===== src/mem_bus_pkg.sv =====
package mem_bus_pkg;

   // bus widths follow the default top-level parameters
   localparam int BUS_ADDR_W = 8;
   localparam int BUS_DATA_W = 32;

   // peers sharing the read port
   localparam int N_CHAN = 2;

   // host data bus write
   typedef struct packed {
      logic                    valid;
      logic [BUS_DATA_W/8-1:0] wstrb;
      logic [BUS_ADDR_W-1:0]   addr;
      logic [BUS_DATA_W-1:0]   wdata;
   } host_wr_t;

   typedef struct packed {
      logic                  req;
      logic [BUS_ADDR_W-1:0] addr;
   } rd_req_t;

   typedef struct packed {
      logic                  rvalid;
      logic [BUS_DATA_W-1:0] rdata;
   } rd_rsp_t;

   // channel that wins a tie on the next cycle
   typedef enum logic {
      PRIO_CH0,
      PRIO_CH1
   } arb_state_e;

endpackage


===== src/read_arbiter.sv =====
`timescale 1ns/100ps

module read_arbiter #(
   parameter int ADDR_W = 8,
   parameter int DATA_W = 32
) (
   input  logic                          clk,
   input  logic                          rst,
   input  mem_bus_pkg::rd_req_t          req_i [mem_bus_pkg::N_CHAN],
   output logic [mem_bus_pkg::N_CHAN-1:0] grant_o,
   output logic [ADDR_W-1:0]             mem_addr_o,
   output logic                          mem_rd_o,
   input  logic [DATA_W-1:0]             mem_rdata_i,
   output mem_bus_pkg::rd_rsp_t          rsp_o [mem_bus_pkg::N_CHAN]
);

   import mem_bus_pkg::*;

   arb_state_e prio_q;
   logic       contested;
   logic       gnt_valid_q;
   logic       gnt_idx_q;

   assign contested = req_i[0].req & req_i[1].req;

   // lone requester wins, a tie goes to the favoured channel
   assign grant_o[0] = req_i[0].req & (!req_i[1].req | (prio_q == PRIO_CH0));
   assign grant_o[1] = req_i[1].req & (!req_i[0].req | (prio_q == PRIO_CH1));

   assign mem_rd_o   = |grant_o;
   assign mem_addr_o = grant_o[1] ? ADDR_W'(req_i[1].addr) : ADDR_W'(req_i[0].addr);

   always_ff @(posedge clk or posedge rst) begin
      if (rst) begin
         prio_q      <= PRIO_CH0;
         gnt_valid_q <= 1'b0;
         gnt_idx_q   <= 1'b0;
      end else begin
         // the loser of a tie is favoured next time
         if (contested) begin
            prio_q <= (prio_q == PRIO_CH0) ? PRIO_CH1 : PRIO_CH0;
         end
         gnt_valid_q <= mem_rd_o;
         gnt_idx_q   <= grant_o[1];
      end
   end

   // ram data is one cycle behind the grant, steer it to that channel
   always_comb begin
      for (int i = 0; i < N_CHAN; i++) begin
         rsp_o[i].rvalid = gnt_valid_q && (int'(gnt_idx_q) == i);
         rsp_o[i].rdata  = BUS_DATA_W'(mem_rdata_i);
      end
   end

endmodule


===== config.mk =====
export PLATFORM = sky130hd
export DESIGN_NAME = read_arbiter
export DESIGN_NICKNAME = d
export VERILOG_FILES = /design/src/mem_bus_pkg.sv /design/src/read_arbiter.sv
export SDC_FILE = /design/constraint.sdc
export NUM_CORES = 1
export LEC_CHECK = 0
export BUFFER_PORTS_ARGS = -buffer_cell sky130_fd_sc_hd__buf_2
export CAP_MARGIN = 25
export CORE_AREA = 2 2 54 56
export DETAILED_ROUTE_END_ITERATION = 8
export DIE_AREA = 0 0 56 58
export PLACE_DENSITY = 0.9
export SYNTH_ARGS = -nofsm -noshare
export SYNTH_HDL_FRONTEND = slang
export SYNTH_SLANG_ARGS = --single-unit

===== constraint.sdc =====
create_clock -name clk -period 1.64 [get_ports clk]
set_input_delay 0 -clock clk [delete_from_list [all_inputs] [get_ports clk]]
set_output_delay 0 -clock clk [all_outputs]
set_load 0.005 [all_outputs]

==> reports/metrics.cfg <==
[status]
status=complete, no violations

[worst_setup_path]
cp-start-kind=flop
reg2regPathDepth=2
path_class=flop to output pin
arrival_ns=1.46
endpoint_kind=output pin
r2r_setup_slack_ns=0.68
r2r_start=prio_q
worstPathMaxFanout=9
crit_chain=o21ai_4 -> mux2_2 -> buf_2
max_stage_delay_ns=0.43
reg2reg_to=gnt_idx_q
critical_path.slowest_cell=dfrtp_1
crit_start=prio_q
worstPathRequired_ns=1.64

[logic_synthesis]
yosysSeqAreaShare=0.106
synth-adder-area-share=0
yosysUniqueCellTypes=11
synthMuxAreaShare=0.127
synth_xor_area_frac=0.0123
syn-cell-area_um2=709
synth_top_family_by_area=buffers and inverters
syn_nets=137
syn_area_per_cell_um2=8.35
ys_warn_count=0
netlist_instances=85
synthSimpleGateAreaFrac=0.0317
synth-compound-area-share=0.0300
ys_ff_latch=3

[pwr]
sw_frac_of_total=0.300
pwr-share-comb=0.391
power_switching_mw=0.120
internal_power_mw=0.281
ir_drop_v=0.000784
p_leak_nw=0.246
power_density_nw_per_um2=866
power_frac_seq=0.288
clkPwrFrac=0.321
power.total_mw=0.402

[timing]
worst_pin_slew_ns=0.291
report.final.slew_viol_count=0
hold_violations=0
min_period_ns=1.46
clock_skew_ns=0.00884
min_period_over_period=0.891
rsz0062_at_grt=false
whs_ns=0.00000293
timing.setup.tns_ns=0
setup_viol=0
max_freq_mhz=685
relSlewSlack=0.805

[clock_network]
ctsResizeCount=0
cts-root-buf=clkbuf_4
cts_tree=yes
htreeDepth=1
clk_pin_slew_ns=0.03
cts_buffers=3
cts_sinks=3
clk_path_buf_depth=2
worstSkewPairLatency_ns=0.23

[floorplan]
num_rows=19
dieArea_um2=3250
die_x_um=56
core-area_um2=2660
pin_count=129
die_h_um=58
start_util=0.266

[route]
drcViolationCount=0
wl_per_cell_um=11.5
routed_via_density=3.97
firstDrtPassIters=2
vias=353
routed_wl_mm=1.03
ant_nets=0
drtIter0Drc=7

[min_path]
hold_end=rsp_o[10]
hp-class=primary input to output pin
hold_depth=0
worstHoldStart=mem_rdata_i[10]

[grt]
grt_pass1_wl_mm=1.40
grt_max_degree=10
grt_pass1_vias=339
grt_overflow=0
grt_antenna_before_repair=0
gr-usage-all-layers=0.0557

[finish]
diodes=0
drive_gt1_frac=0.776
fin_nets=111
fill_cells=305
area_growth_pct=-34.6

[placement]
gp_congestion=0.676
port_buffers=32
dp_hpwl_um=855

[run]
max_cap_violations=0

cells by family after synthesis:
logic type	after synthesis
flops	3
mux	8
simple gates	4
compound gates	2
xor+xnor	1
buf+inv	67
registers in the layout (all words and copies together), names as in the netlist:
| register | count |
|---|---|
| gnt_idx_q | 1 |
| gnt_valid_q | 1 |
| prio_q | 1 |
per-stage QoR:
step                utilization  instances  instance area (µm²)  worst slack [ns]
floorplan                     -         85                  709             0.599
global placement          0.161         84                  428             0.452
detailed placement        0.161         84                  428             0.418
CTS                       0.174         89                  464             0.164
global route              0.174         89                  464             0.111
finish                    0.174         89                  464             0.179
what timing repair did:
| action | 4_1_cts | 5_1_grt |
|---|---|---|
| hold endpoints to repair | 3 | 0 |
| setup buffers | 0 | 0 |
| hold buffers | 1 | 0 |
worst max-delay path by stage:
stage                    endpoint
finish              mem_addr_o[1]
global route        mem_addr_o[0]
CTS                 mem_addr_o[0]
detailed placement  mem_addr_o[0]
global placement    mem_addr_o[2]
floorplan           mem_addr_o[0]
cells in the final DEF, fill, tap and decap left out:
cell type      Yosys  final
dfrtp_1            3      3
and2_1             1      1
mux2_2             8      8
xnor2_1            1      1
or2_2              1      1
a21oi_1            1      1
buf_2              0     32
inv_1              3      3
dlygate4sd3_1      0      1
nor2b_1            1      1
clkbuf_4           0      3
nand2_1            1      1
clkbuf_1           0      1
o21ai_4            1      1
synth_stat cells:
cell type  instances  share of area
buf_4             64           0.68
mux2_2             8           0.13
dfrtp_1            3           0.11
inv_1              3          0.016
a21oi_1            1         0.0070
and2_1             1         0.0088
nand2_1            1         0.0053
nor2b_1            1         0.0088
o21ai_4            1          0.023
or2_2              1         0.0088
xnor2_1            1          0.012
final cells by class:
type | count | area (µm²) | share of cell area
repair buffers | 33 | 170 | 0.367
multi-input cells | 15 | 143 | 0.307
clock buffers | 4 | 26.3 | 0.0566
well taps | 31 | 38.8 | 0.0836
inverters | 3 | 11.3 | 0.0243
flip-flops and latches | 3 | 75.1 | 0.162
metal layers:
layer | GRT usage | vias to the layer above | part of all wire
li1 | - | 145 | -
met1 | 0.0244 | 138 | 0.18
met2 | 0.0975 | 40 | 0.44
met3 | 0.0313 | 30 | 0.25
met4 | 0.0986 | 0 | 0.13
met5 | 0 | - | 0
power by group through the flow:
stage / logic (mW) / clock network (mW) / registers (mW)
floorplan: 0.212 / 0 / 0.112
global placement: 0.153 / 0 / 0.113
detailed placement: 0.156 / 0 / 0.116
CTS: 0.159 / 0.137 / 0.116
global route: 0.170 / 0.147 / 0.117
finish: 0.157 / 0.129 / 0.116
worst max-delay path: cells and delay by family (launching register included):
kind,cells,cell delay (ns)
flops,1,0.43
mux,1,0.37
compound gates,1,0.31
buf+inv,1,0.13
(Power assumes the default switching activity.)
