===== config.mk =====
export PLATFORM = sky130hd
export DESIGN_NAME = output_channel
export DESIGN_NICKNAME = d
export VERILOG_FILES = /design/src/stream_cfg_pkg.sv /design/src/mem_bus_pkg.sv /design/src/address_gen.sv /design/src/output_channel.sv
export SDC_FILE = /design/constraint.sdc
export NUM_CORES = 1
export LEC_CHECK = 0
export BUFFER_PORTS_ARGS = -buffer_cell sky130_fd_sc_hd__buf_2
export CAP_MARGIN = 25
export CORE_AREA = 2 2 110 112
export CTS_BUF_LIST = sky130_fd_sc_hd__clkbuf_8 sky130_fd_sc_hd__clkbuf_16
export DETAILED_ROUTE_END_ITERATION = 12
export DIE_AREA = 0 0 112 114
export PLACE_DENSITY = 0.7
export SLEW_MARGIN = 0
export SYNTH_ARGS = -nofsm -noshare
export SYNTH_HDL_FRONTEND = slang
export SYNTH_HIERARCHICAL = 1
export SYNTH_SLANG_ARGS = --single-unit

===== constraint.sdc =====
create_clock -name clk -period 6.4 [get_ports clk]
set_input_delay 1.28 -clock clk [delete_from_list [all_inputs] [get_ports clk]]
set_output_delay 1.28 -clock clk [all_outputs]
set_load 0.01 [all_outputs]

===== src/stream_cfg_pkg.sv =====
package stream_cfg_pkg;

   // field widths follow the default top-level parameters
   localparam int CFG_ADDR_W  = 8;
   localparam int CFG_DELAY_W = 6;
   localparam int CNT_W       = 10;

   // period and duty counts
   typedef logic [CNT_W-1:0] cnt_t;

   // one channel's address pattern
   typedef struct packed {
      logic [CFG_ADDR_W-1:0]  start;
      logic [CFG_ADDR_W-1:0]  incr;
      logic [CFG_ADDR_W-1:0]  shift;
      // zero runs a single iteration
      logic [CFG_ADDR_W-1:0]  iter;
      cnt_t                   per;
      cnt_t                   duty;
      logic [CFG_DELAY_W-1:0] delay;
      logic                   disabled;
   } chan_cfg_t;

   // address generator states
   typedef enum logic [1:0] {
      GEN_IDLE,
      GEN_DELAY,
      GEN_RUN,
      GEN_DONE
   } gen_state_e;

endpackage


===== src/mem_bus_pkg.sv =====
package mem_bus_pkg;

   // bus widths follow the default top-level parameters
   localparam int BUS_ADDR_W = 8;
   localparam int BUS_DATA_W = 32;

   // peers sharing the read port
   localparam int N_CHAN = 2;

   // host data bus write
   typedef struct packed {
      logic                    valid;
      logic [BUS_DATA_W/8-1:0] wstrb;
      logic [BUS_ADDR_W-1:0]   addr;
      logic [BUS_DATA_W-1:0]   wdata;
   } host_wr_t;

   typedef struct packed {
      logic                  req;
      logic [BUS_ADDR_W-1:0] addr;
   } rd_req_t;

   typedef struct packed {
      logic                  rvalid;
      logic [BUS_DATA_W-1:0] rdata;
   } rd_rsp_t;

   // channel that wins a tie on the next cycle
   typedef enum logic {
      PRIO_CH0,
      PRIO_CH1
   } arb_state_e;

endpackage


===== src/address_gen.sv =====
`timescale 1ns/100ps

module address_gen #(
   parameter int ADDR_W  = 8,
   parameter int DELAY_W = 6
) (
   input  logic                      clk,
   input  logic                      rst,
   input  logic                      run_i,
   input  stream_cfg_pkg::chan_cfg_t cfg_i,
   input  logic                      ready_i,
   output logic                      valid_o,
   output logic [ADDR_W-1:0]         addr_o,
   output logic                      done_o
);

   import stream_cfg_pkg::*;

   gen_state_e         state_q;
   logic [DELAY_W-1:0] delay_q;
   cnt_t               inner_q;
   cnt_t               inner_nxt;
   logic [ADDR_W-1:0]  outer_left_q;
   logic [ADDR_W-1:0]  base_q;
   logic [ADDR_W-1:0]  addr_q;
   logic [DELAY_W-1:0] cfg_delay;
   logic [ADDR_W-1:0]  cfg_start;
   logic [ADDR_W-1:0]  cfg_incr;
   logic [ADDR_W-1:0]  cfg_shift;
   logic [ADDR_W-1:0]  cfg_iter;
   logic               last_step;
   logic               last_iter;
   logic               advance;

   assign cfg_delay = DELAY_W'(cfg_i.delay);
   assign cfg_start = ADDR_W'(cfg_i.start);
   assign cfg_incr  = ADDR_W'(cfg_i.incr);
   assign cfg_shift = ADDR_W'(cfg_i.shift);
   assign cfg_iter  = ADDR_W'(cfg_i.iter);

   assign inner_nxt = inner_q + cnt_t'(1);
   // a zero period acts like a period of one
   assign last_step = (inner_nxt >= cfg_i.per);
   assign last_iter = (outer_left_q <= ADDR_W'(1));

   // only the first duty steps of a period issue a read
   assign valid_o = (state_q == GEN_RUN) && (inner_q < cfg_i.duty);
   // idle steps move on every cycle, read steps wait for ready
   assign advance = (state_q == GEN_RUN) && (!valid_o || ready_i);
   assign addr_o  = addr_q;
   assign done_o  = (state_q == GEN_DONE);

   always_ff @(posedge clk or posedge rst) begin
      if (rst) begin
         state_q      <= GEN_IDLE;
         delay_q      <= '0;
         inner_q      <= '0;
         outer_left_q <= '0;
      end else if (run_i) begin
         inner_q      <= '0;
         outer_left_q <= (cfg_iter == '0) ? ADDR_W'(1) : cfg_iter;
         // first request comes delay+1 cycles after run
         if (cfg_delay == '0) begin
            state_q <= GEN_RUN;
         end else begin
            state_q <= GEN_DELAY;
            delay_q <= cfg_delay - DELAY_W'(1);
         end
      end else begin
         case (state_q)
            GEN_DELAY: begin
               if (delay_q == '0) begin
                  state_q <= GEN_RUN;
               end else begin
                  delay_q <= delay_q - DELAY_W'(1);
               end
            end
            GEN_RUN: begin
               if (advance) begin
                  if (!last_step) begin
                     inner_q <= inner_nxt;
                  end else begin
                     inner_q      <= '0;
                     outer_left_q <= outer_left_q - ADDR_W'(1);
                     if (last_iter) begin
                        state_q <= GEN_DONE;
                     end
                  end
               end
            end
            default: begin
            end
         endcase
      end
   end

   // base tracks start + outer*shift, addr adds inner*incr on top
   always_ff @(posedge clk) begin
      if (run_i) begin
         base_q <= cfg_start;
         addr_q <= cfg_start;
      end else if (advance) begin
         if (last_step) begin
            base_q <= base_q + cfg_shift;
            addr_q <= base_q + cfg_shift;
         end else begin
            addr_q <= addr_q + cfg_incr;
         end
      end
   end

endmodule


===== src/output_channel.sv =====
`timescale 1ns/100ps

module output_channel #(
   parameter int ADDR_W  = 8,
   parameter int DATA_W  = 32,
   parameter int DELAY_W = 6
) (
   input  logic                      clk,
   input  logic                      rst,
   input  logic                      run_i,
   input  logic                      running_i,
   input  stream_cfg_pkg::chan_cfg_t cfg_i,
   output mem_bus_pkg::rd_req_t      req_o,
   input  logic                      grant_i,
   input  mem_bus_pkg::rd_rsp_t      rsp_i,
   output logic [DATA_W-1:0]         out_o,
   output logic                      out_valid_o,
   output logic                      done_o
);

   import mem_bus_pkg::*;

   logic              gen_run;
   logic              gen_valid;
   logic              gen_done;
   logic [ADDR_W-1:0] gen_addr;
   logic              out_valid_q;
   logic [DATA_W-1:0] out_data_q;

   // a disabled channel never starts
   assign gen_run = run_i & ~cfg_i.disabled;

   address_gen #(
      .ADDR_W (ADDR_W),
      .DELAY_W(DELAY_W)
   ) u_addr_gen (
      .clk    (clk),
      .rst    (rst),
      .run_i  (gen_run),
      .cfg_i  (cfg_i),
      .ready_i(grant_i),
      .valid_o(gen_valid),
      .addr_o (gen_addr),
      .done_o (gen_done)
   );

   // request held until the arbiter grants it
   assign req_o.req  = gen_valid;
   assign req_o.addr = BUS_ADDR_W'(gen_addr);

   // response lands one cycle after the grant, output one more
   always_ff @(posedge clk or posedge rst) begin
      if (rst) begin
         out_valid_q <= 1'b0;
         out_data_q  <= '0;
      end else begin
         out_valid_q <= rsp_i.rvalid;
         if (rsp_i.rvalid) begin
            out_data_q <= DATA_W'(rsp_i.rdata);
         end
      end
   end

   assign out_o       = running_i ? out_data_q : '0;
   assign out_valid_o = out_valid_q;
   assign done_o      = gen_done | cfg_i.disabled;

endmodule


==> results.py <==
metrics = {
    "status": {
        "status": "complete, no violations",
    },
    "grt": {
        "grt_pass1_vias": 4334,
        "grt_overflow_total": 0,
        "grt_pass1_wl_um": 19900,
        "antenna_found_initial": 1,
        "grt_max_degree": 50,
        "grt_usage_pct": 18.8,
    },
    "timing": {
        "period_minus_slack_ps": 4150,
        "worst_pin_slew_ps": 1010,
        "fin_skew_ps": 6.75,
        "slew_headroom_pct": 32.9,
        "period_share_pct": 64.8,
        "fmax_mhz": 241,
        "final.setup.tns_ps": 0,
        "hold_viol": 0,
        "rsz0062_at_grt": "false",
        "drv_slew": 0,
        "setup_viol": 0,
    },
    "placed_design": {
        "gp_congestion": 0.842,
        "dp_hpwl_um": 8950,
        "port_buffers": 139,
    },
    "critical_path": {
        "cp.required_ps": 5120,
        "critPathArrivalTime_ps": 2870,
        "crit_start": "cfg_i[10]",
        "critPathSlowestCell": "a211oi_1",
        "path_max_fanout": 2,
        "r2r-start": "u_addr_gen/inner_q[0]",
        "reg2reg_depth": 12,
        "slowest_delay_ps": 310,
        "crit_family": "compound AO/OA/AOI/OAI gates",
        "end_kind": "primary output",
        "worstSetupStartpointType": "primary input",
        "r2r_slack_ps": 2840,
        "critPathKind": "primary input to primary output",
        "cp_num_buf_inv": 3,
        "r2r_end": "u_addr_gen/outer_left_q[6]",
        "crit_chain": "buf_2 -> inv_1 -> ha_1 -> a21o_1 -> a211oi_1 -> o21ai_2 -> nand2_1 -> nand2_1 -> a211oi_1 -> buf_2",
    },
    "synth": {
        "async_flop_share_pct": 78.7,
        "synthFlopType": "dfrtp_1",
        "ys_top_cells_by_area": "dfrtp_1 (29%), edfxtp_1 (9.4%), ha_1 (9.1%), mux2_4 (8.9%), and2_1 (4.2%)",
        "synthMuxAreaShare_pct": 10.7,
        "post-synth-top-area-cell": "dfrtp_1",
        "netlist_area_um2": 5090,
        "synthTopCellsByCount": "dfrtp_1 (59), inv_1 (40), ha_1 (37)",
        "synthAdderAreaFrac_pct": 9.88,
        "synth_edf_count": 16,
        "synth_nets": 649,
        "synth_most_common_cell": "dfrtp_1",
        "syn_inst": 513,
        "synth-compound-area-share_pct": 13.5,
        "netlist-cell-type-count": 57,
        "avgSynthCellArea_um2": 9.92,
        "yosys_warnings": 6,
        "synth_sequential_area_ratio_pct": 38.5,
        "synth_top_family_by_area": "simple AND/OR/NAND/NOR gates",
        "synth_seq_cells": 75,
        "synth-simple-area-share_pct": 17.4,
        "synth_top_cell_area_share_pct": 29.0,
        "synth_xor_area_share_pct": 3.96,
    },
    "drt": {
        "drt_wl_total_um": 11700,
        "via_per_inst": 5.27,
        "route.detailed.drc": 0,
        "ant_nets": 0,
        "wl_per_cell_um": 14.7,
        "drt_iter0_markers": 169,
        "drt-pass1-iter-count": 4,
        "vias": 4197,
    },
    "power_and_ir_drop": {
        "combPwrFrac_pct": 24.6,
        "p_int_w": 0.00108,
        "p_leak_nw": 3.08,
        "seqPwrFrac_pct": 39.9,
        "power_w": 0.00152,
        "p_switching_w": 0.000439,
        "ir_drop_v": 0.000116,
        "p_clk_share_pct": 35.5,
        "switching_share_pct": 28.8,
        "p_per_area_nw_per_um2": 246,
    },
    "layout": {
        "fillCellCount": 1080,
        "nets": 779,
        "layout-drive-gt1-share_pct": 30.7,
        "area_delta_synth_final_pct": 21.5,
    },
    "floorplanning": {
        "core-area_um2": 11700,
        "die_x_um": 112,
        "num_rows": 40,
        "die_area_um2": 12800,
        "ios": 140,
        "start_util_pct": 43.5,
        "fp.dieH_um": 114,
    },
    "cts": {
        "clkSinkCount": 75,
        "cts_tree": "done",
        "path_clk_slew_ps": 60,
        "cts_resized": 0,
        "cts-buffers-inserted": 9,
        "cts.path.max_buffers": 2,
        "clk_latency_ps": 330,
        "cts_setup_buffers": 0,
        "hold_buffers": 0,
        "cts-htree-levels": 3,
        "cts_root_buf": "clkbuf_16",
    },
    "min_path": {
        "min-delay-path-class": "register to register",
        "hold_depth": 1,
        "min_from": "out_data_q[9]",
        "hold_path_end": "out_data_q[9]",
    },
    "run": {
        "max-cap-violations": 0,
    },
}
## per-stage QoR
stage / setup slack, ps / util [%] / hold slack (ps) / cell area, µm² / cells
finish: 2250 / 52.8 / 510 / 6180 / 796
global route: 2110 / 52.8 / 523 / 6180 / 795
CTS: 2220 / 52.8 / 510 / 6180 / 795
detailed placement: 2240 / 50.1 / 490 / 5860 / 779
global placement: 2310 / 49.8 / 482 / 5840 / 778
floorplan: 2550 / - / 473 / 5090 / 513
## worst reg2reg max path, delay by kind of cell (launching register included)
family / cells / cell delay, ps
and+or+nand+nor: 6 / 1920
adders and majority gates: 2 / 550
DFF: 1 / 450
buffers and inverters: 1 / 230
AOI/OAI and AO/OA: 2 / 180
xor gates and xnor gates: 1 / 160
## how the worst max path moves through the flow
stage	end	slack, ps	depth (start not counted)
after floorplan	req_o[8]	2550	9
after global placement	req_o[8]	2310	10
after detailed placement	req_o[8]	2240	10
after CTS	req_o[8]	2220	10
after global routing	req_o[8]	2110	10
final	req_o[8]	2250	10
## cell type report
class,count,area (µm²),area share (%)
multi-input cells,374,2830,45.7
clock inverters,7,91.3,1.48
flip-flops and latches,75,1960,31.7
clock buffers,9,225,3.64
well taps,147,184,2.98
diodes,1,2.50,0.0405
repair buffers,143,746,12.1
inverters,40,150,2.43
## routing by layer
| layer | track usage (%) | wire, µm |
|---|---|---|
| met2 | 33.6 | 5840 |
| met5 | 0 | 0 |
| met4 | 4.88 | 150 |
| met1 | 23.0 | 4920 |
| met3 | 4.62 | 774 |
## registers in the layout, indices dropped and copies added (netlist names)
| signal | count |
|---|---|
| u_addr_gen/delay_q | 6 |
| out_valid_o | 1 |
| u_addr_gen/addr_o | 8 |
| out_data_q | 32 |
| u_addr_gen/state_q | 2 |
| u_addr_gen/inner_q | 10 |
| u_addr_gen/base_q | 8 |
| u_addr_gen/outer_left_q | 8 |
## cells in the final DEF, fill, tap and decap left out, types with 5 or more instances in the layout
cell,synthesis,layout
dfrtp_1,59,59
clkbuf_16,0,9
xnor2_1,12,12
mux2_4,30,30
buf_2,4,139
nand3_1,15,15
or4_1,8,8
xor2_1,11,11
ha_1,37,37
inv_1,40,40
mux2i_1,5,5
a21oi_1,31,31
nand2_1,27,27
edfxtp_1,16,16
and2_1,34,34
o21ai_0,34,34
a211oi_1,6,6
and3_1,6,6
nor3_1,8,8
nor2_1,31,31
nand2b_1,13,13
a21o_1,8,8
## kinds of logic (layout without fill, tap and decap cells)
| family | count (synthesis) | after routing |
|---|---|---|
| simple gates | 164 | 164 |
| compound gates | 109 | 109 |
| flops | 75 | 75 |
| buf+inv | 64 | 199 |
| fa+ha+maj | 39 | 39 |
| mux | 39 | 39 |
| xor+xnor | 23 | 23 |
| other cells | 0 | 1 |
## power groups by stage
stage,Clock [W],Sequential [W],Combinational (W)
after floorplan,0,0.000604,0.000269
after global placement,0,0.000611,0.000359
after detailed placement,0,0.000614,0.000375
after CTS,0.000553,0.000608,0.000378
after global routing,0.000573,0.000617,0.000423
final,0.000540,0.000608,0.000374
Power figures use the tool's default switching activity.
